### config.mk
export PLATFORM = sky130hd
export DESIGN_NAME = execute_subsystem
export DESIGN_NICKNAME = d
export VERILOG_FILES = /design/src/rtl/cpu_pkg.sv /design/src/rtl/stage_info_if.sv /design/src/rtl/execute_subsystem.sv /design/src/rtl/execute_unit.sv /design/src/rtl/stage_shadow_chain.sv /design/src/rtl/execute_pipeline_unit.sv
export SDC_FILE = /design/constraint.sdc
export NUM_CORES = 1
export LEC_CHECK = 0
export BUFFER_PORTS_ARGS = -buffer_cell sky130_fd_sc_hd__buf_4
export CORE_UTILIZATION = 47
export CTS_CLUSTER_SIZE = 12
export DETAILED_ROUTE_END_ITERATION = 10
export HOLD_SLACK_MARGIN = 0.06
export PLACE_DENSITY = 0.73
export SYNTH_ARGS = -nofsm -noshare
export SYNTH_HDL_FRONTEND = slang
export SYNTH_SLANG_ARGS = --single-unit
### constraint.sdc
create_clock -name clk -period 2.4 [get_ports clk]
set_clock_uncertainty 0.1 [all_clocks]
set_input_delay 0 -clock clk [delete_from_list [all_inputs] [get_ports clk]]
set_output_delay 0 -clock clk [all_outputs]
set_load 0.05 [all_outputs]
### src/rtl/cpu_pkg.sv
`default_nettype none

package cpu_pkg;

    typedef logic [6:0] opcode_t;
    typedef logic [3:0] reg_idx_t;
    typedef logic [3:0] cond_t;
    typedef logic [1:0] wsel_t;     // memory stage write address select
    typedef logic [1:0] fwd_sel_t;  // operand source select

    localparam opcode_t opcode_nop = 7'b0100000;
    localparam logic [31:0] instr_nop = 32'hE320F000;  // mov r0, r0 style hint word

    localparam wsel_t wsel_none = 2'b00;
    localparam wsel_t wsel_pre  = 2'b10;   // pre-indexed base writeback

    localparam fwd_sel_t fwd_rf   = 2'b00; // register file
    localparam fwd_sel_t fwd_alu  = 2'b01; // alu result sitting in memory stage
    localparam fwd_sel_t fwd_load = 2'b10; // load data in writeback
    localparam fwd_sel_t fwd_pc   = 2'b11;

    // data processing view of the instruction word
    typedef struct packed {
        cond_t    cond;
        logic     rsvd27;
        opcode_t  opcode;
        reg_idx_t rn;
        reg_idx_t rd;
        reg_idx_t rs;
        logic [3:0] rsvd7_4;
        reg_idx_t rm;
    } dp_view_t;

    // load/store view, W sits inside the opcode bits
    typedef struct packed {
        cond_t    cond;
        logic     rsvd27;
        logic [4:0] op_hi;  // opcode bits 26:22
        logic     w;        // base writeback
        logic     op_lo;    // opcode bit 20
        reg_idx_t rn;
        reg_idx_t rt;
        logic [4:0] imm5;
        logic [2:0] rsvd6_4;
        reg_idx_t rm;
    } ls_view_t;

    typedef union packed {
        dp_view_t dp;
        ls_view_t ls;
    } instr_u;

    // nop word maps onto the dedicated nop opcode
    function automatic opcode_t decode_opcode(input logic [31:0] word);
        instr_u w;
        w = word;
        return (word == instr_nop) ? opcode_nop : w.dp.opcode;
    endfunction

    function automatic logic uses_rn(input opcode_t op);
        return (op != opcode_nop) && ((!op[6] && op[3:0] != 4'b0000) || op[6:5] == 2'b11);
    endfunction

    function automatic logic uses_rm(input opcode_t op);
        return (!op[6] && op[4]) || (op[6:5] == 2'b11 && op[3]) || (op[6:2] == 5'b10010 && op[0]);
    endfunction

    function automatic logic uses_rs(input opcode_t op);
        return op[6:4] == 3'b011;
    endfunction

    function automatic logic is_load(input opcode_t op);
        return op[6:4] == 3'b110 || op[6:3] == 4'b1000;  // ldr or ldr_lit
    endfunction

    function automatic logic writes_rd(input opcode_t op);
        return !op[6];
    endfunction

    function automatic logic is_mem(input opcode_t op);
        return op[6:5] == 2'b11 || is_load(op);
    endfunction

    function automatic logic is_branch(input opcode_t op);
        return op[6:3] == 4'b1001;
    endfunction

endpackage

`default_nettype wire
### src/rtl/stage_info_if.sv
`timescale 1ns/1ps
`default_nettype none

interface stage_info_if;
    import cpu_pkg::*;

    // memory stage, feeds forwarding and load-use stall
    opcode_t  opcode_memory;
    reg_idx_t rd_memory;
    reg_idx_t rn_memory;          // base reg for pre-indexed writeback
    wsel_t    sel_w_addr1_memory;

    // wait stage, stall only
    opcode_t  opcode_memory_wait;
    reg_idx_t rt_memory_wait;

    // writeback stage, load forwarding
    opcode_t  opcode_writeback;
    reg_idx_t rt_writeback;

    modport producer (
        output opcode_memory, rd_memory, rn_memory, sel_w_addr1_memory,
        output opcode_memory_wait, rt_memory_wait,
        output opcode_writeback, rt_writeback
    );

    modport consumer (
        input opcode_memory, rd_memory, rn_memory, sel_w_addr1_memory,
        input opcode_memory_wait, rt_memory_wait,
        input opcode_writeback, rt_writeback
    );

endinterface

`default_nettype wire

### src/rtl/execute_subsystem.sv
`timescale 1ns/1ps
`default_nettype none

module execute_subsystem (
    input  logic              clk,
    input  logic              rst_n,
    input  logic [31:0]       instr_in,
    input  logic              branch_in,
    output cpu_pkg::opcode_t  opcode,
    output cpu_pkg::reg_idx_t rn,
    output cpu_pkg::reg_idx_t rs,
    output cpu_pkg::reg_idx_t rm,
    output logic [4:0]        imm5,
    output logic              branch_value,
    output logic [31:0]       instr_output,
    output cpu_pkg::fwd_sel_t sel_a_in,
    output cpu_pkg::fwd_sel_t sel_b_in,
    output cpu_pkg::fwd_sel_t sel_shift_in,
    output logic              sel_shift,
    output logic              en_a,
    output logic              en_b,
    output logic              en_s,
    output logic              stall_pc
);
    localparam int shadow_depth = 3;  // memory, wait, writeback

    stage_info_if info ();   // downstream stage view for the controller

    execute_unit execute_unit_inst (
        .clk          (clk),
        .rst_n        (rst_n),
        .instr_in     (instr_in),
        .branch_in    (branch_in),
        .info         (info.consumer),
        .opcode       (opcode),
        .rn           (rn),
        .rs           (rs),
        .rm           (rm),
        .imm5         (imm5),
        .branch_value (branch_value),
        .instr_output (instr_output),   // also feeds the shadow chain
        .sel_a_in     (sel_a_in),
        .sel_b_in     (sel_b_in),
        .sel_shift_in (sel_shift_in),
        .sel_shift    (sel_shift),
        .en_a         (en_a),
        .en_b         (en_b),
        .en_s         (en_s),
        .stall_pc     (stall_pc)
    );

    stage_shadow_chain #(
        .shadow_depth (shadow_depth)
    ) stage_shadow_chain_inst (
        .clk          (clk),
        .rst_n        (rst_n),
        .instr_output (instr_output),
        .info         (info.producer)
    );

endmodule

`default_nettype wire

### src/rtl/execute_unit.sv
`timescale 1ns/1ps
`default_nettype none

module execute_unit (
    input  logic                clk,
    input  logic                rst_n,
    input  logic [31:0]         instr_in,
    input  logic                branch_in,
    stage_info_if.consumer      info,
    output cpu_pkg::opcode_t    opcode,
    output cpu_pkg::reg_idx_t   rn,
    output cpu_pkg::reg_idx_t   rs,
    output cpu_pkg::reg_idx_t   rm,
    output logic [4:0]          imm5,
    output logic                branch_value,
    output logic [31:0]         instr_output,
    output cpu_pkg::fwd_sel_t   sel_a_in,
    output cpu_pkg::fwd_sel_t   sel_b_in,
    output cpu_pkg::fwd_sel_t   sel_shift_in,
    output logic                sel_shift,
    output logic                en_a,
    output logic                en_b,
    output logic                en_s,
    output logic                stall_pc
);
    import cpu_pkg::*;

    cond_t       cond;
    logic [31:0] instr_exe;   // raw execute slot

    // source operand slots in the order rn rm rs
    reg_idx_t    src_reg [3];
    fwd_sel_t    fwd [3];
    logic [2:0]  used;
    logic [2:0]  alu_hit;
    logic [2:0]  load_hit;
    logic [2:0]  hazard;

    // downstream stage qualifiers
    logic mem_live;
    logic mem_wr_rd;
    logic mem_base_wb;
    logic mem_ld;
    logic wait_ld;
    logic wb_ld;
    logic ldr_lit;

    execute_pipeline_unit execute_pipeline_unit_inst (
        .clk          (clk),
        .rst_n        (rst_n),
        .instr_in     (instr_in),
        .branch_in    (branch_in),
        .sel_stall    (stall_pc),
        .cond         (cond),
        .opcode       (opcode),
        .rn           (rn),
        .rs           (rs),
        .rm           (rm),
        .imm5         (imm5),
        .branch_value (branch_value),
        .instr_output (instr_exe)
    );

    assign mem_live    = info.opcode_memory != opcode_nop;
    assign mem_wr_rd   = writes_rd(info.opcode_memory);
    assign mem_base_wb = info.sel_w_addr1_memory == wsel_pre;
    assign mem_ld      = is_load(info.opcode_memory);      // result not ready yet
    assign wait_ld     = is_load(info.opcode_memory_wait);
    assign wb_ld       = info.opcode_writeback != opcode_nop && is_load(info.opcode_writeback);
    assign ldr_lit     = opcode[6:3] == 4'b1000;

    assign src_reg[0] = rn;
    assign src_reg[1] = rm;
    assign src_reg[2] = rs;
    assign used[0]    = uses_rn(opcode);
    assign used[1]    = uses_rm(opcode);
    assign used[2]    = uses_rs(opcode);

    for (genvar i = 0; i < 3; i++) begin : g_src
        // memory stage wins since it holds the younger result
        assign alu_hit[i] = mem_live
            && ((mem_base_wb && info.rn_memory == src_reg[i])
                || (mem_wr_rd && info.rd_memory == src_reg[i]));
        assign load_hit[i] = wb_ld && info.rt_writeback == src_reg[i];
        assign fwd[i] = !used[i]    ? fwd_rf :
                        alu_hit[i]  ? fwd_alu :
                        load_hit[i] ? fwd_load : fwd_rf;
        // load data still in flight so execute waits
        assign hazard[i] = used[i]
            && ((mem_ld && info.rd_memory == src_reg[i])
                || (wait_ld && info.rt_memory_wait == src_reg[i]));
    end

    assign stall_pc = |hazard;

    // bubble goes downstream while execute holds
    assign instr_output = stall_pc ? instr_nop : instr_exe;

    // operand enables and pc overrides by instruction class
    always_comb begin
        sel_a_in     = fwd[0];
        sel_b_in     = fwd[1];
        sel_shift_in = fwd[2];
        sel_shift    = 1'b0;
        en_a         = 1'b0;
        en_b         = 1'b0;
        en_s         = 1'b0;

        if (!opcode[6] && opcode[5:4] != 2'b10 && cond != 4'b1111) begin
            // normal data processing
            en_a      = opcode[3];
            en_b      = opcode[4];          // register operand
            en_s      = opcode[4];
            sel_shift = opcode[4] ? opcode[5] : 1'b0;  // reg shift vs imm shift
        end else if (is_mem(opcode)) begin
            en_a = 1'b1;                    // base always from rn
            if (!opcode[3]) begin
                if (ldr_lit)
                    sel_a_in = fwd_pc;      // pc relative literal pool
            end else begin
                en_b = 1'b1;                // register offset
                en_s = 1'b1;
            end
        end else if (is_branch(opcode)) begin
            if (!opcode[0])
                sel_a_in = fwd_pc;          // imm branch off pc
            sel_shift    = 1'b1;
            sel_shift_in = fwd_pc;
            en_b         = opcode[0];       // bx style target in rm
            en_s         = 1'b1;
        end
    end

    // the bubble sent out during a stall lands in the memory stage
    a_stall_bubble: assert property (
        @(posedge clk) disable iff (!rst_n)
        stall_pc |=> info.opcode_memory == opcode_nop
    );

    a_pc_select: assert property (
        @(posedge clk) disable iff (!rst_n)
        sel_a_in == fwd_pc |-> (is_branch(opcode) || ldr_lit)
    );

endmodule

`default_nettype wire

### src/rtl/stage_shadow_chain.sv
`timescale 1ns/1ps
`default_nettype none

module stage_shadow_chain #(
    parameter int shadow_depth = 3   // stages after execute
) (
    input  logic             clk,
    input  logic             rst_n,
    input  logic [31:0]      instr_output,  // execute output with nop during a stall
    stage_info_if.producer   info
);
    import cpu_pkg::*;

    localparam int wb_idx = shadow_depth - 1;  // last stage stands in for writeback

    logic [31:0] stage_q [shadow_depth];   // 0 memory, 1 wait, rest writeback side
    instr_u      mem_view;
    instr_u      wait_view;
    instr_u      wb_view;

    if (shadow_depth < 3) begin : g_depth_check
        $error("stage_shadow_chain needs at least memory, wait and writeback");
    end

    // shift one stage per clock and fill with nops on reset
    always_ff @(posedge clk or negedge rst_n) begin
        if (!rst_n) begin
            for (int i = 0; i < shadow_depth; i++)
                stage_q[i] <= instr_nop;
        end else begin
            stage_q[0] <= instr_output;
            for (int i = 1; i < shadow_depth; i++)
                stage_q[i] <= stage_q[i-1];
        end
    end

    assign mem_view  = stage_q[0];
    assign wait_view = stage_q[1];
    assign wb_view   = stage_q[wb_idx];

    // memory stage
    assign info.opcode_memory = decode_opcode(stage_q[0]);
    assign info.rd_memory     = mem_view.dp.rd;
    assign info.rn_memory     = mem_view.ls.rn;
    assign info.sel_w_addr1_memory =
        (is_mem(info.opcode_memory) && mem_view.ls.w) ? wsel_pre : wsel_none;

    // wait stage
    assign info.opcode_memory_wait = decode_opcode(stage_q[1]);
    assign info.rt_memory_wait     = wait_view.ls.rt;

    // writeback
    assign info.opcode_writeback = decode_opcode(stage_q[wb_idx]);
    assign info.rt_writeback     = wb_view.ls.rt;

    // pre-indexed select only for a memory word that came in with W set
    a_wsel_legal: assert property (
        @(posedge clk) disable iff (!rst_n)
        info.sel_w_addr1_memory != wsel_none
            |-> info.sel_w_addr1_memory == wsel_pre
                && is_mem(decode_opcode($past(instr_output)))
                && $past(instr_output[21])
    );

endmodule

`default_nettype wire

### src/rtl/execute_pipeline_unit.sv
`timescale 1ns/1ps
`default_nettype none

module execute_pipeline_unit (
    input  logic              clk,
    input  logic              rst_n,
    input  logic [31:0]       instr_in,
    input  logic              branch_in,
    input  logic              sel_stall,     // level stall from controller
    output cpu_pkg::cond_t    cond,
    output cpu_pkg::opcode_t  opcode,
    output cpu_pkg::reg_idx_t rn,
    output cpu_pkg::reg_idx_t rs,
    output cpu_pkg::reg_idx_t rm,
    output logic [4:0]        imm5,
    output logic              branch_value,
    output logic [31:0]       instr_output
);
    import cpu_pkg::*;

    logic [31:0] instr_q;   // execute instruction register
    logic        branch_q;
    instr_u      view;

    // load, squash on branch, hold on stall
    always_ff @(posedge clk or negedge rst_n) begin
        if (!rst_n) begin
            instr_q  <= instr_nop;
            branch_q <= 1'b0;
        end else if (!sel_stall) begin
            instr_q  <= branch_in ? instr_nop : instr_in;  // taken branch kills the slot
            branch_q <= branch_in;
        end
    end

    assign view = instr_q;

    // field decode straight off the register
    assign cond   = view.dp.cond;
    assign opcode = decode_opcode(instr_q);
    assign rn     = view.dp.rn;
    assign rs     = view.dp.rs;
    assign rm     = view.dp.rm;
    assign imm5   = view.ls.imm5;   // shift amount / offset field

    assign branch_value = branch_q;
    assign instr_output = instr_q;

    // a stalled cycle must leave the slot untouched
    a_stall_hold: assert property (
        @(posedge clk) disable iff (!rst_n)
        sel_stall |=> (instr_q == $past(instr_q) && branch_q == $past(branch_q))
    );

endmodule

`default_nettype wire

# Word level (Yosys, flattened, before mapping)
# Index checks and enable logic that the tools add are counted.
[word_totals] regBits=129 inputBits=35 out_inout_bits=68
[classes] n_eq_ne=35 n_mux=37 reduce_logical=49
[op_table] cell="32-bit equality test, second input constant" count=4
[op_table] cell="32-bit two-way mux" count=2
[op_table] cell="4-bit equality test" count=12
[op_table] cell="2-bit two-way mux" count=19
[op_table] cell="1-bit logical AND" count=30
[op_table] cell="7-bit two-way mux" count=4
[op_table] cell="7-bit by 6-bit inequality test with 1-bit output, second input constant" count=3
[op_table] cell="4-bit equality test, second input constant" count=5
[op_table] cell="1-bit logical OR" count=15
[op_table] cell="3-bit equality test, second input constant" count=4
[op_table] cell="1-bit two-way mux" count=12
[op_table] cell="2-bit equality test, second input constant" count=3
[op_table] cell="5-bit equality test, second input constant" count=1
[op_table] cell="4-bit inequality test, second input constant" count=1
[op_table] cell="4-bit nonzero test" count=1
[op_table] cell="3-bit by 2-bit equality test with 1-bit output, second input constant" count=1
[op_table] cell="3-bit OR reduction" count=1
[op_table] cell="1-bit logical NOT" count=2
[op_table] cell="2-bit inequality test, second input constant" count=1

# Longest topological paths before layout
# Gate-level depths: netlist of run 1.
[logic_depth] word_depth=17 depth_mapped=8

# Cells and area by module
# From an unflattened synthesis of run 1, not the netlist that was laid out.
[hier_totals] cells_unflattened=506 hier_area_um2=5644.2
[by_module_without_submodules] mod="stage_shadow_chain" n_inst=1 cells_per_inst=167 area_each_um2=2937.8
[by_module_without_submodules] mod="execute_pipeline_unit" n_inst=1 cells_per_inst=178 area_each_um2=1647.8
[by_module_without_submodules] mod="execute_unit" n_inst=1 cells_per_inst=161 area_each_um2=1058.5

# Worst setup path before layout of run 1
# OpenSTA, ideal clock, no wires.
[synth_timing] path_type="register to output" start="register stage_shadow_chain_inst.stage_q (netlist bit stage_shadow_chain_inst.mem_view[12])" end="output sel_b_in[1]" arrival_time_ns=3.781 slack_ns=-1.481 path_stages_with_launch=6 n_path_buf=0 cell_sequence="dfstp_2 nor4b_1 nand4_1 nor4_1 o21ai_0 a2111oi_0"
[synth_between] elab_chain_cells=13
[synth_lines] item="start, declared" line_no="stage_shadow_chain.sv:16" text="logic [31:0] stage_q [shadow_depth];"
[synth_lines] item="start signal, assigned by index" line_no="stage_shadow_chain.sv:29" text="stage_q[i] <= instr_nop;"
[synth_lines] item="start signal, assigned by index" line_no="stage_shadow_chain.sv:33" text="stage_q[i] <= stage_q[i-1];"
[synth_lines] item="32-bit equality test" line_no="cpu_pkg.sv:57" text="return (word == instr_nop) ? opcode_nop : w.dp.opcode;"
[synth_lines] item="7-bit two-way mux" line_no="cpu_pkg.sv:57"
[synth_lines] item="4-bit equality test / 3-bit equality test (equally long branches)" line_no="cpu_pkg.sv:73" text="return op[6:4] == 3'b110 || op[6:3] == 4'b1000;"
[synth_lines] item="1-bit logical OR" line_no="cpu_pkg.sv:73"
[synth_lines] item="1-bit logical OR" line_no="cpu_pkg.sv:81" text="return op[6:5] == 2'b11 || is_load(op);"
[synth_lines] item="1-bit logical AND" line_no="stage_shadow_chain.sv:46" text="(is_mem(info.opcode_memory) && mem_view.ls.w) ? wsel_pre : wsel_none;"
[synth_lines] item="2-bit two-way mux" line_no="stage_shadow_chain.sv:46"
[synth_lines] item="2-bit equality test" line_no="execute_unit.sv:66" text="assign mem_base_wb = info.sel_w_addr1_memory == wsel_pre;"
[synth_lines] item="1-bit logical AND" line_no="execute_unit.sv:82" text="&& ((mem_base_wb && info.rn_memory == src_reg[i])"
[synth_lines] item="1-bit logical OR" line_no="execute_unit.sv:83" text="|| (mem_wr_rd && info.rd_memory == src_reg[i]));"
[synth_lines] item="1-bit logical AND *" line_no="execute_unit.sv:82"
[synth_lines] item="2-bit two-way mux *" line_no="execute_unit.sv:86" text="alu_hit[i] ? fwd_alu :"
[synth_lines] item="2-bit two-way mux *" line_no="execute_unit.sv:85" text="assign fwd[i] = !used[i] ? fwd_rf :"
[synth_lines] item="end, declared" line_no="execute_subsystem.sv:17" text="output cpu_pkg::fwd_sel_t sel_b_in,"
# Every way passes the cells marked *; elsewhere a longest branch is shown, timed or not.

# Final worst setup path of run 1
[layout_timing] start="register execute_unit_inst.execute_pipeline_unit_inst.instr_q[11] (netlist: execute_unit_inst.execute_pipeline_unit_inst.instr_output[11])" end="output instr_output[30]"
[layout_between] elab_chain_cells=9
[layout_lines] item="start, declared" line_no="execute_pipeline_unit.sv:21" text="logic [31:0] instr_q;"
[layout_lines] item="start signal, assigned" line_no="execute_pipeline_unit.sv:28" text="instr_q <= instr_nop;"
[layout_lines] item="start signal, assigned" line_no="execute_pipeline_unit.sv:31" text="instr_q <= branch_in ? instr_nop : instr_in;"
[layout_lines] item="32-bit equality test" line_no="cpu_pkg.sv:57"
[layout_lines] item="7-bit two-way mux" line_no="cpu_pkg.sv:57"
[layout_lines] item="4-bit nonzero test (tied with other cells)" line_no="cpu_pkg.sv:61" text="return (op != opcode_nop) && ((!op[6] && op[3:0] != 4'b0000) || op[6:5] == 2'b11);"
[layout_lines] item="1-bit logical AND, on equally long branches" line_no="cpu_pkg.sv:61, cpu_pkg.sv:65"
[layout_lines] item="1-bit logical OR, on equally long branches" line_no="cpu_pkg.sv:61, cpu_pkg.sv:65"
[layout_lines] item="1-bit logical AND / 1-bit logical OR (equally long branches)" line_no="cpu_pkg.sv:61, cpu_pkg.sv:65"
[layout_lines] item="1-bit logical AND" line_no="execute_unit.sv:90" text="&& ((mem_ld && info.rd_memory == src_reg[i])"
[layout_lines] item="3-bit OR reduction *" line_no="execute_unit.sv:94" text="assign stall_pc = |hazard;"
[layout_lines] item="32-bit two-way mux *" line_no="execute_unit.sv:97" text="assign instr_output = stall_pc ? instr_nop : instr_exe;"
[layout_lines] item="end, declared" line_no="execute_subsystem.sv:15" text="output logic [31:0] instr_output,"
# Marked as above.

==> flow_summary.toml, run 1 <==
[grt]
grt_max_degree = 82
grt_overflow = 0
grt_pass1_vias = 4247
antenna_found_initial = 0
grt_usage = 0.3465
grt_pass1_wl_um = 22720

[detailed_routing]
dr.pass1.iters = 5
met3_length_um = 1601
vias = 4311
wl_per_cell_um = 24.99
vias_per_cell = 5.914
wl_met2_um = 9113
drt_iter0_drc = 478
ant_nets = 0
top_layer_used = "met4"
detail_route.drc_violations = 0
wirelength_um = 18220
wl_met1_um = 6119

[flow_run]
cap_violations = 0

[cells_and_area]
final_nets = 654
layout_commonest_cell = "buf_4"
stdcell_count = 729
mostFrequentLayoutCells = "126 x buf_4, 50 x buf_6, 48 x dfrtp_1"
synthToLayoutAreaGrowth_pct = 72.93
n_antenna_cell = 0
drive_gt1_frac = 0.5224

[clock_network]
cts_buffers = 9
htree_levels = 3
clock-sinks = 81
cts.path.max_buffers = 2
root_buffer = "clkbuf_8"
clock_latency_ps = 370
cts_tree = "built"
cts.clk_slew.worst_paths_ps = 80

[min_path]
min-delay-start = "stage_shadow_chain_inst.wait_view[25]"
worstHoldPathType = "reg -> reg"

[synthesis]
yosys-top-cells-area = "dfrtp_1 29%, dfstp_2 20%, xnor2_1 9.3%"
yosysUniqueCellTypes = 46
yosysSeqAreaShare = 0.4964
syn_nets = 436
syn_avg_cell_area_um2 = 10.38
syn_area_um2 = 4164
synth_top_area_share = 0.2945
synth_edf_count = 0
synth-main-ff-cell = "dfrtp_1"
ys_ff_latch = 81
async_reset_ff_frac = 1.000
yosys_warnings = 0
synth_top_area_cell = "dfrtp_1"
synth_cells = 401

[placed_design]
portBuffers = 102
hpwl_um = 8275
gp_congestion = 0.8947
dpl.cell_count = 626
pre_cts_ws_ps = -180.0

[sta]
holdWs_ps = 265.9
fin_crit_sh = 1.251
setup_tns_ps = -39510
slew_violations = 0
min_period_ps = 3003
setup_viol = 110
rsz0062_at_grt = "true"
slew_headroom = 0.3175
fmax_ghz = 0.3330
tightestPinTransition_ps = 1024
setup_slack_ps = -603.0
hold_viol = 0

[floorplan]
rows = 33
design.core.area_um2 = 8382
initial_core_util = 0.4968
dieArea_um2 = 9240
die_w_um = 96.13
io-pin-count = 103
die_h_um = 96.13

[setup_path]
cp_max_fo = 7
crit_path_start_kind = "flop"
critPathRequiredTime_ps = 2300
endpoint_kind = "output pin"
critical_path_class = "reg -> out"
critical_path_arrival_ps = 2900

[run_status]
violations = "negative setup slack"
status = "finished, violations left"

[power_and_ir_drop]
leakage_uw = 0.003152
vdd_drop_max_uv = 415.5
p_per_area_nw_per_um2 = 531.0
## final cells by class
type,count,area (µm²)
clock buffer,12,155.1
tap,105,131.4
inverter,33,127.6
multi-input combinational,242,2172
timing repair buffer,252,2470
clock inverter,4,76.32
sequential,81,2068
fill,337,1181
## final timing paths
check | end | slack (ps) | cells past startpoint
worst max-delay path | instr_output[30] | -600 | 9
worst min-delay path | stage_shadow_chain_inst.wb_view[25] | 270 | 0
worst max register to register | flop | -500 | 10
worst min register to register | stage_shadow_chain_inst.wb_view[25] | 270 | 0
max in group asynchronous | asynchronous set/reset pin | 1190 | 2
min in group asynchronous | asynchronous set/reset pin | 280 | 2
## report_power, final
group | total [µW] | switching, µW | internal [µW]
Sequential | 1550 | 84.2 | 1460
Combinational | 1090 | 619 | 467
Clock | 1190 | 545 | 646
Total | 3820 | 1250 | 2580
## metrics by stage
step	total power, µW	cell area [µm²]	util
after global placement	2349	5573	0.6649
after global routing	3907	7201	0.8591
after detailed placement	2362	5573	0.6649
after CTS	3635	6812	0.8127
final	3824	7201	0.8591
after floorplan	2070	4472	-
## worst max-delay path, stage by stage (launching register included)
cell and delay (ps):
dfrtp_1 510, xnor2_1 310, nand2_1 120, or4_4 550, a211o_1 320, o221ai_4 120
buf_12 170, buf_12 130, nand2b_4 150, buf_8 150
## kinds of logic (layout without fill, tap and decap cells)
| logic type | after synthesis | count (layout) | synth area share |
|---|---|---|---|
| AND/OR/NAND/NOR | 131 | 131 | 0.1743 |
| flip-flops | 81 | 81 | 0.4964 |
| buffers and inverters | 78 | 301 | 0.09375 |
| XOR/XNOR | 48 | 48 | 0.1010 |
| multiplexers | 33 | 33 | 0.08023 |
| AO/OA/AOI/OAI | 30 | 30 | 0.05439 |
## routing by layer
metal / GRT usage / up-vias
li1: - / 1740
met5: 0 / -
met2: 0.5999 / 331
met4: 0.2214 / 0
met3: 0.07188 / 127
met1: 0.3859 / 2113
## state kept, by name (all words and copies together), names as in the netlist
name and cells:
execute_unit_inst.execute_pipeline_unit_inst.branch_value 1, execute_unit_inst.execute_pipeline_unit_inst.instr_output 32, stage_shadow_chain_inst.mem_view 32, stage_shadow_chain_inst.wait_view 8, stage_shadow_chain_inst.wb_view 8
## synthesized netlist by cell type, types with 2 or more instances
| cell type | count |
|---|---|
| nand2_1 | 10 |
| or2_2 | 2 |
| or3_1 | 2 |
| o32ai_1 | 2 |
| inv_1 | 33 |
| xor2_1 | 4 |
| nand4_1 | 11 |
| buf_2 | 9 |
| a21oi_1 | 2 |
| nor4b_1 | 2 |
| nand2b_1 | 34 |
| buf_4 | 17 |
| and2_1 | 2 |
| and4_1 | 2 |
| o21ai_0 | 10 |
| buf_6 | 3 |
| clkbuf_1 | 16 |
| mux2_2 | 2 |
| a21bo_2 | 2 |
| dfstp_2 | 32 |
| o22ai_1 | 4 |
| nor3_1 | 3 |
| nand3b_1 | 3 |
| xnor2_1 | 44 |
| dfrtp_1 | 49 |
| nor2_1 | 39 |
| nor4_1 | 9 |
| and3_1 | 2 |
| mux2i_1 | 30 |
| nand3_1 | 3 |
| o211ai_1 | 2 |
| o22a_1 | 2 |
## repair_timing
action,4_1_cts,5_1_grt
hold buffers,42,0
endpoints found under the setup margin,78,106
setup buffers,29,30
gates cloned,1,0
hold endpoints to repair,82,0
gates resized for setup,88,71
pin swaps,13,18
(Power assumes the default switching activity.)
==> run 2: changes to the inputs <==
--- a/config.mk
+++ b/config.mk
@@ -5,12 +5,12 @@
 export SDC_FILE = /design/constraint.sdc
 export NUM_CORES = 1
 export LEC_CHECK = 0
-export BUFFER_PORTS_ARGS = -buffer_cell sky130_fd_sc_hd__buf_4
-export CORE_UTILIZATION = 47
+export CORE_UTILIZATION = 50
 export CTS_CLUSTER_SIZE = 12
 export DETAILED_ROUTE_END_ITERATION = 10
+export DONT_BUFFER_PORTS = 1
 export HOLD_SLACK_MARGIN = 0.06
-export PLACE_DENSITY = 0.73
+export PLACE_DENSITY = 0.66
 export SYNTH_ARGS = -nofsm -noshare
 export SYNTH_HDL_FRONTEND = slang
 export SYNTH_SLANG_ARGS = --single-unit
==> run 2 against run 1 <==
Compared with the run above: the flow still finishes with violations (negative setup slack); sequential power about the same; cell count down 8.4%; worst setup slack got worse by 3.0 ps; first-iteration DRC count grew 3.1%; routed wire length down 10%; largest cell class unchanged; highest routed layer unchanged.
==> flow_summary.toml, run 2 (same netlist as run 1, synthesis figures left out) <==
[clock_network]
htree_levels = 3
cts_buffers = 9
clock-sinks = 81
cts.clk_slew.worst_paths_ps = 90
clock_latency_ps = 370
root_buffer = "clkbuf_8"
cts.path.max_buffers = 2
cts_tree = "built"

[power_and_ir_drop]
p_per_area_nw_per_um2 = 521.5
vdd_drop_max_uv = 397.2
leakage_uw = 0.002900

[detailed_routing]
wirelength_um = 16360
vias_per_cell = 6.036
met3_length_um = 1450
ant_nets = 0
top_layer_used = "met4"
wl_met2_um = 8087
wl_met1_um = 5943
detail_route.drc_violations = 0
dr.pass1.iters = 5
drt_iter0_drc = 493
wl_per_cell_um = 24.49
vias = 4032

[sta]
setup_viol = 107
min_period_ps = 3006
slew_headroom = 0.4452
fmax_ghz = 0.3327
holdWs_ps = 72.23
tightestPinTransition_ps = 829.5
hold_viol = 0
rsz0062_at_grt = "true"
slew_violations = 0
setup_slack_ps = -606.0
fin_crit_sh = 1.252

[setup_path]
endpoint_kind = "output pin"
worstRegToRegCells = 11
critical_path_class = "reg -> out"
reg2reg_slack_ps = -500
crit_chain = "nor4_4 > nand4_1 > o21ai_1 > a41o_2 > o221ai_4 > buf_12 > buf_12 > nor2_4 > buf_12"
cp_max_fo = 8
critPathRequiredTime_ps = 2300
crit_path_frequent_cell = "buf_12"
slowest_delay_ps = 430
critical_path_arrival_ps = 2910
crit_path_start_kind = "flop"
slowest_stage = "dfrtp_1"
crit_buf_inv = 3
crit_family = "compound AO/OA/AOI/OAI gates"

[grt]
grt_pass1_wl_um = 23030
grt_max_degree = 82
grt_usage = 0.3591
grt_pass1_vias = 4121
antenna_found_initial = 0
grt_overflow = 0

[cells_and_area]
n_antenna_cell = 0
stdcell_count = 668
post-route-util = 0.8844
final_nets = 596
mostFrequentLayoutCells = "67 x buf_4, 46 x dfrtp_1, 46 x dlygate4sd3_1"
final_cell_area_um2 = 6975
drive_gt1_frac = 0.4753
layout_commonest_cell = "buf_4"
synthToLayoutAreaGrowth_pct = 67.52

[floorplan]
design.core.area_um2 = 7888
die_h_um = 93.26
die_w_um = 93.26
rows = 32
dieArea_um2 = 8697
initial_core_util = 0.5279
io-pin-count = 103

[placed_design]
gp_congestion = 0.8814
portBuffers = 0
dpl.cell_count = 564
placed_cell_area_um2 = 5592
hpwl_um = 7941

[run_status]
violations = "negative setup slack"
status = "finished, violations left"

[flow_run]
cap_violations = 0

[min_path]
worstHoldPathType = "in -> async"
-- run 2: changes by cell type in the layout (fill, tap and decap cells not counted), sizes merged --
cell / previous run / this run
buf: 210 / 147
bufinv: 2 / 1
clkbuf: 12 / 10
clkinv: 1 / 3
dlygate4sd3: 42 / 46
inv: 32 / 33
o221ai: 1 / 2
-- run 2: per-layer routing --
metal / track usage / vias up
li1: - / 1634
met1: 0.4525 / 1981
met2: 0.6017 / 326
met3: 0.07561 / 91
met4: 0.1462 / 0
met5: 0 / -
-- run 2: how the worst max path moves through the flow --
stage               from  slack, ps  cells past startpoint               end
global route        flop       -670                     10   instr_output[6]
finish              flop       -610                      9   instr_output[6]
floorplan           flop       -170                      7   sel_shift_in[1]
detailed placement  flop       -300                      8  instr_output[21]
CTS                 flop       -440                     10   instr_output[9]
global placement    flop       -200                      8  instr_output[21]
-- run 2: area by class of cell --
| type | instances | area, µm² |
|---|---|---|
| tap | 102 | 127.6 |
| inverter | 33 | 127.6 |
| sequential | 81 | 2071 |
| timing repair buffer | 193 | 2280 |
| multi-input combinational | 243 | 2167 |
| fill | 304 | 912.1 |
| clock inverter | 6 | 65.06 |
| clock buffer | 10 | 137.6 |
-- run 2: timing repair --
action	CTS	global route
gates resized for setup	46	44
pin swaps	16	17
hold endpoints to repair	114	0
buffers inserted	28	20
hold buffers	47	0
endpoints found under the setup margin	108	108
gates cloned	3	0
-- run 2: through the flow --
stage | power, µW | setup TNS [ps] | setup WS [ps]
after global placement | 2342 | -12300 | -204.3
after detailed placement | 2356 | -21320 | -300.2
after global routing | 3741 | -43220 | -670.7
after floorplan | 2070 | -1910 | -165.0
after CTS | 3507 | -19820 | -436.3
final | 3638 | -37330 | -606.0
-- run 2: power by group --
part | switching (µW) | internal (µW) | total (µW)
combinational | 580 | 452 | 1030
clock | 545 | 512 | 1060
sequential | 85.3 | 1460 | 1550
-- run 2: worst register-to-register path: cells and delay by family, from the launching register on --
| family | cells | cell delay (ps) |
|---|---|---|
| AO/OA/AOI/OAI | 3 | 830 |
| buffers and inverters | 5 | 690 |
| AND/OR/NAND/NOR | 2 | 630 |
| multiplexers | 1 | 160 |
| flip-flops | 1 | 430 |
==> run 3: changes to the inputs <==
--- a/config.mk
+++ b/config.mk
@@ -5,12 +5,16 @@
 export SDC_FILE = /design/constraint.sdc
 export NUM_CORES = 1
 export LEC_CHECK = 0
-export CORE_UTILIZATION = 50
+export CAP_MARGIN = 15
+export CELL_PAD_IN_SITES_DETAIL_PLACEMENT = 1
+export CELL_PAD_IN_SITES_GLOBAL_PLACEMENT = 2
+export CORE_UTILIZATION = 34
 export CTS_CLUSTER_SIZE = 12
 export DETAILED_ROUTE_END_ITERATION = 10
 export DONT_BUFFER_PORTS = 1
 export HOLD_SLACK_MARGIN = 0.06
-export PLACE_DENSITY = 0.66
+export MAX_ROUTING_LAYER = met4
+export PLACE_DENSITY = 0.71
 export SYNTH_ARGS = -nofsm -noshare
 export SYNTH_HDL_FRONTEND = slang
 export SYNTH_SLANG_ARGS = --single-unit
==> run 3 against run 2 <==
Compared with the run above: the run still ends with negative setup slack left; highest routed layer unchanged; via count increased by 3.2%; maximum frequency fell by 1.7%; critical endpoint is now instr_output[23]; sequential cell count stayed put; count of clock-buffer cells in the layout is 3 higher; combinational power is 12% higher; cell count up 13%; worst hold slack better by 21 ps; register-to-register slack worse by 60 ps; sequential power about the same; routed wire length rose by 33%; sequential share of layout area down 3.0 points; die area increased by 46%.
==> flow_summary.toml, run 3 (same netlist as run 1, synthesis figures left out) <==
[power_and_ir_drop]
vdd_drop_max_uv = 648.1
leakage_uw = 0.003210
p_per_area_nw_per_um2 = 524.0
report.power.total_uw = 4066

[floorplan]
io-pin-count = 103
rows = 40
initial_core_util = 0.3481
die_h_um = 112.7
design.core.area_um2 = 11960
die_w_um = 112.7
dieArea_um2 = 12690

[setup_path]
cp_max_fo = 7
crit_family = "simple AND/OR/NAND/NOR gates"
crit_path_frequent_cell = "buf_12"
crit_chain = "nor4_2 > nand4_1 > buf_4 > o31ai_4 > a211o_4 > o221ai_4 > buf_6 > buf_12 > nor2_4 > buf_12"
slowest_delay_ps = 440
crit_buf_inv = 4
critPathRequiredTime_ps = 2300
endpoint_kind = "output pin"
critical_path_arrival_ps = 2960
slowest_stage = "dfrtp_1"
crit_path_start_kind = "flop"
critical_path_class = "reg -> out"

[grt]
grt_overflow = 0
grt_pass1_wl_um = 25870
grt_usage = 0.2871
grt_max_degree = 82
grt_pass1_vias = 4316
antenna_found_initial = 1

[detailed_routing]
vias_per_cell = 5.488
detail_route.drc_violations = 0
dr.pass1.iters = 5
drt_iter0_drc = 283
vias = 4160
ant_nets = 0
wl_per_cell_um = 28.68
wirelength_um = 21740

[clock_network]
cts.path.max_buffers = 2
clock_latency_ps = 360
cts.clk_slew.worst_paths_ps = 60
cts_tree = "built"
root_buffer = "clkbuf_16"
htree_levels = 3
cts_buffers = 9
clock-sinks = 81

[sta]
hold_viol = 0
fmax_ghz = 0.3270
min_period_ps = 3058
fin_crit_sh = 1.274
rsz0062_at_grt = "true"
slew_headroom = 0.5872
setup_slack_ps = -657.7
setup_viol = 107
slew_violations = 0
tightestPinTransition_ps = 617.2

[run_status]
violations = "negative setup slack"
status = "finished, violations left"

[min_path]
worstHoldPathType = "in -> async"

[cells_and_area]
drive_gt1_frac = 0.5180
nFillCells = 1126
final_cell_area_um2 = 7760
layout_commonest_cell = "buf_4"
mostFrequentLayoutCells = "79 x buf_4, 56 x dlygate4sd3_1, 52 x buf_6"
post-route-util = 0.6487
final_nets = 640
synthToLayoutAreaGrowth_pct = 86.36
stdcell_count = 758

[placed_design]
placed_cell_area_um2 = 5773
hpwl_um = 9689
dpl.cell_count = 624
pre_cts_ws_ps = -167.8
portBuffers = 0
gp_congestion = 0.8259

[flow_run]
cap_violations = 0
-- run 3: layout make-up --
class / count / area, µm² / share of cell area
timing repair buffer: 237 / 2738 / 0.3528
multi-input combinational: 243 / 2376 / 0.3062
sequential: 81 / 2072 / 0.2670
clock buffer: 13 / 240.2 / 0.03096
tap: 147 / 183.9 / 0.02370
inverter: 33 / 127.6 / 0.01645
clock inverter: 3 / 20.02 / 0.002580
antenna: 1 / 2.502 / 0.0003225
-- run 3: routing by layer --
metal  vias to the layer above  global-route usage  part of all wire
met3                        63             0.04428             0.052
met2                       208              0.5070              0.53
met5                         -                   -                 0
met1                      2178              0.3276              0.38
li1                       1711                   -                 -
met4                         0              0.1076             0.039
-- run 3: path summary, 6_finish.rpt --
check	end	slack [ps]	from	depth (start not counted)
max	instr_output[23]	-660	flop	10
min	stage_shadow_chain_inst.mem_view[22]	90	rst_n	2
max reg2reg	flop	-560	flop	12
min reg2reg	stage_shadow_chain_inst.wb_view[25]	270	stage_shadow_chain_inst.wait_view[25]	0
max in group asynchronous	stage_shadow_chain_inst.wait_view[15]	1710	rst_n	2
min in group clk	stage_shadow_chain_inst.wb_view[25]	270	stage_shadow_chain_inst.wait_view[25]	0
-- run 3: worst reg2reg max path: stages (launching register included) --
cell	delay (ps)
dfrtp_1	440
nor4_2	340
nand4_1	240
buf_4	230
o31ai_4	340
a211o_4	200
o221ai_4	160
buf_6	190
buf_6	120
buf_6	100
buf_6	110
buf_6	100
mux2i_1	200
-- run 3: repair_timing --
action                                 in CTS  in global routing
endpoints found under the hold margin     114                  0
buffers inserted                           22                 43
setup endpoints to repair                 109                109
hold buffers                               57                  0
cloned                                      4                  1
gates resized for setup                    52                 96
pin swaps                                  18                 24
-- run 3: report_power, final --
group | internal (µW) | switching, µW
Clock | 704 | 645
Sequential | 1470 | 99.4
Combinational | 517 | 636
Total | 2690 | 1380
-- run 3: through the flow --
stage               hold slack, ps  TNS (ps)
floorplan                   -395.6     -1910
global placement            -391.9     -2014
detailed placement          -391.2     -7522
CTS                          163.9    -17110
global route                 131.6    -46930
finish                       92.89    -42730
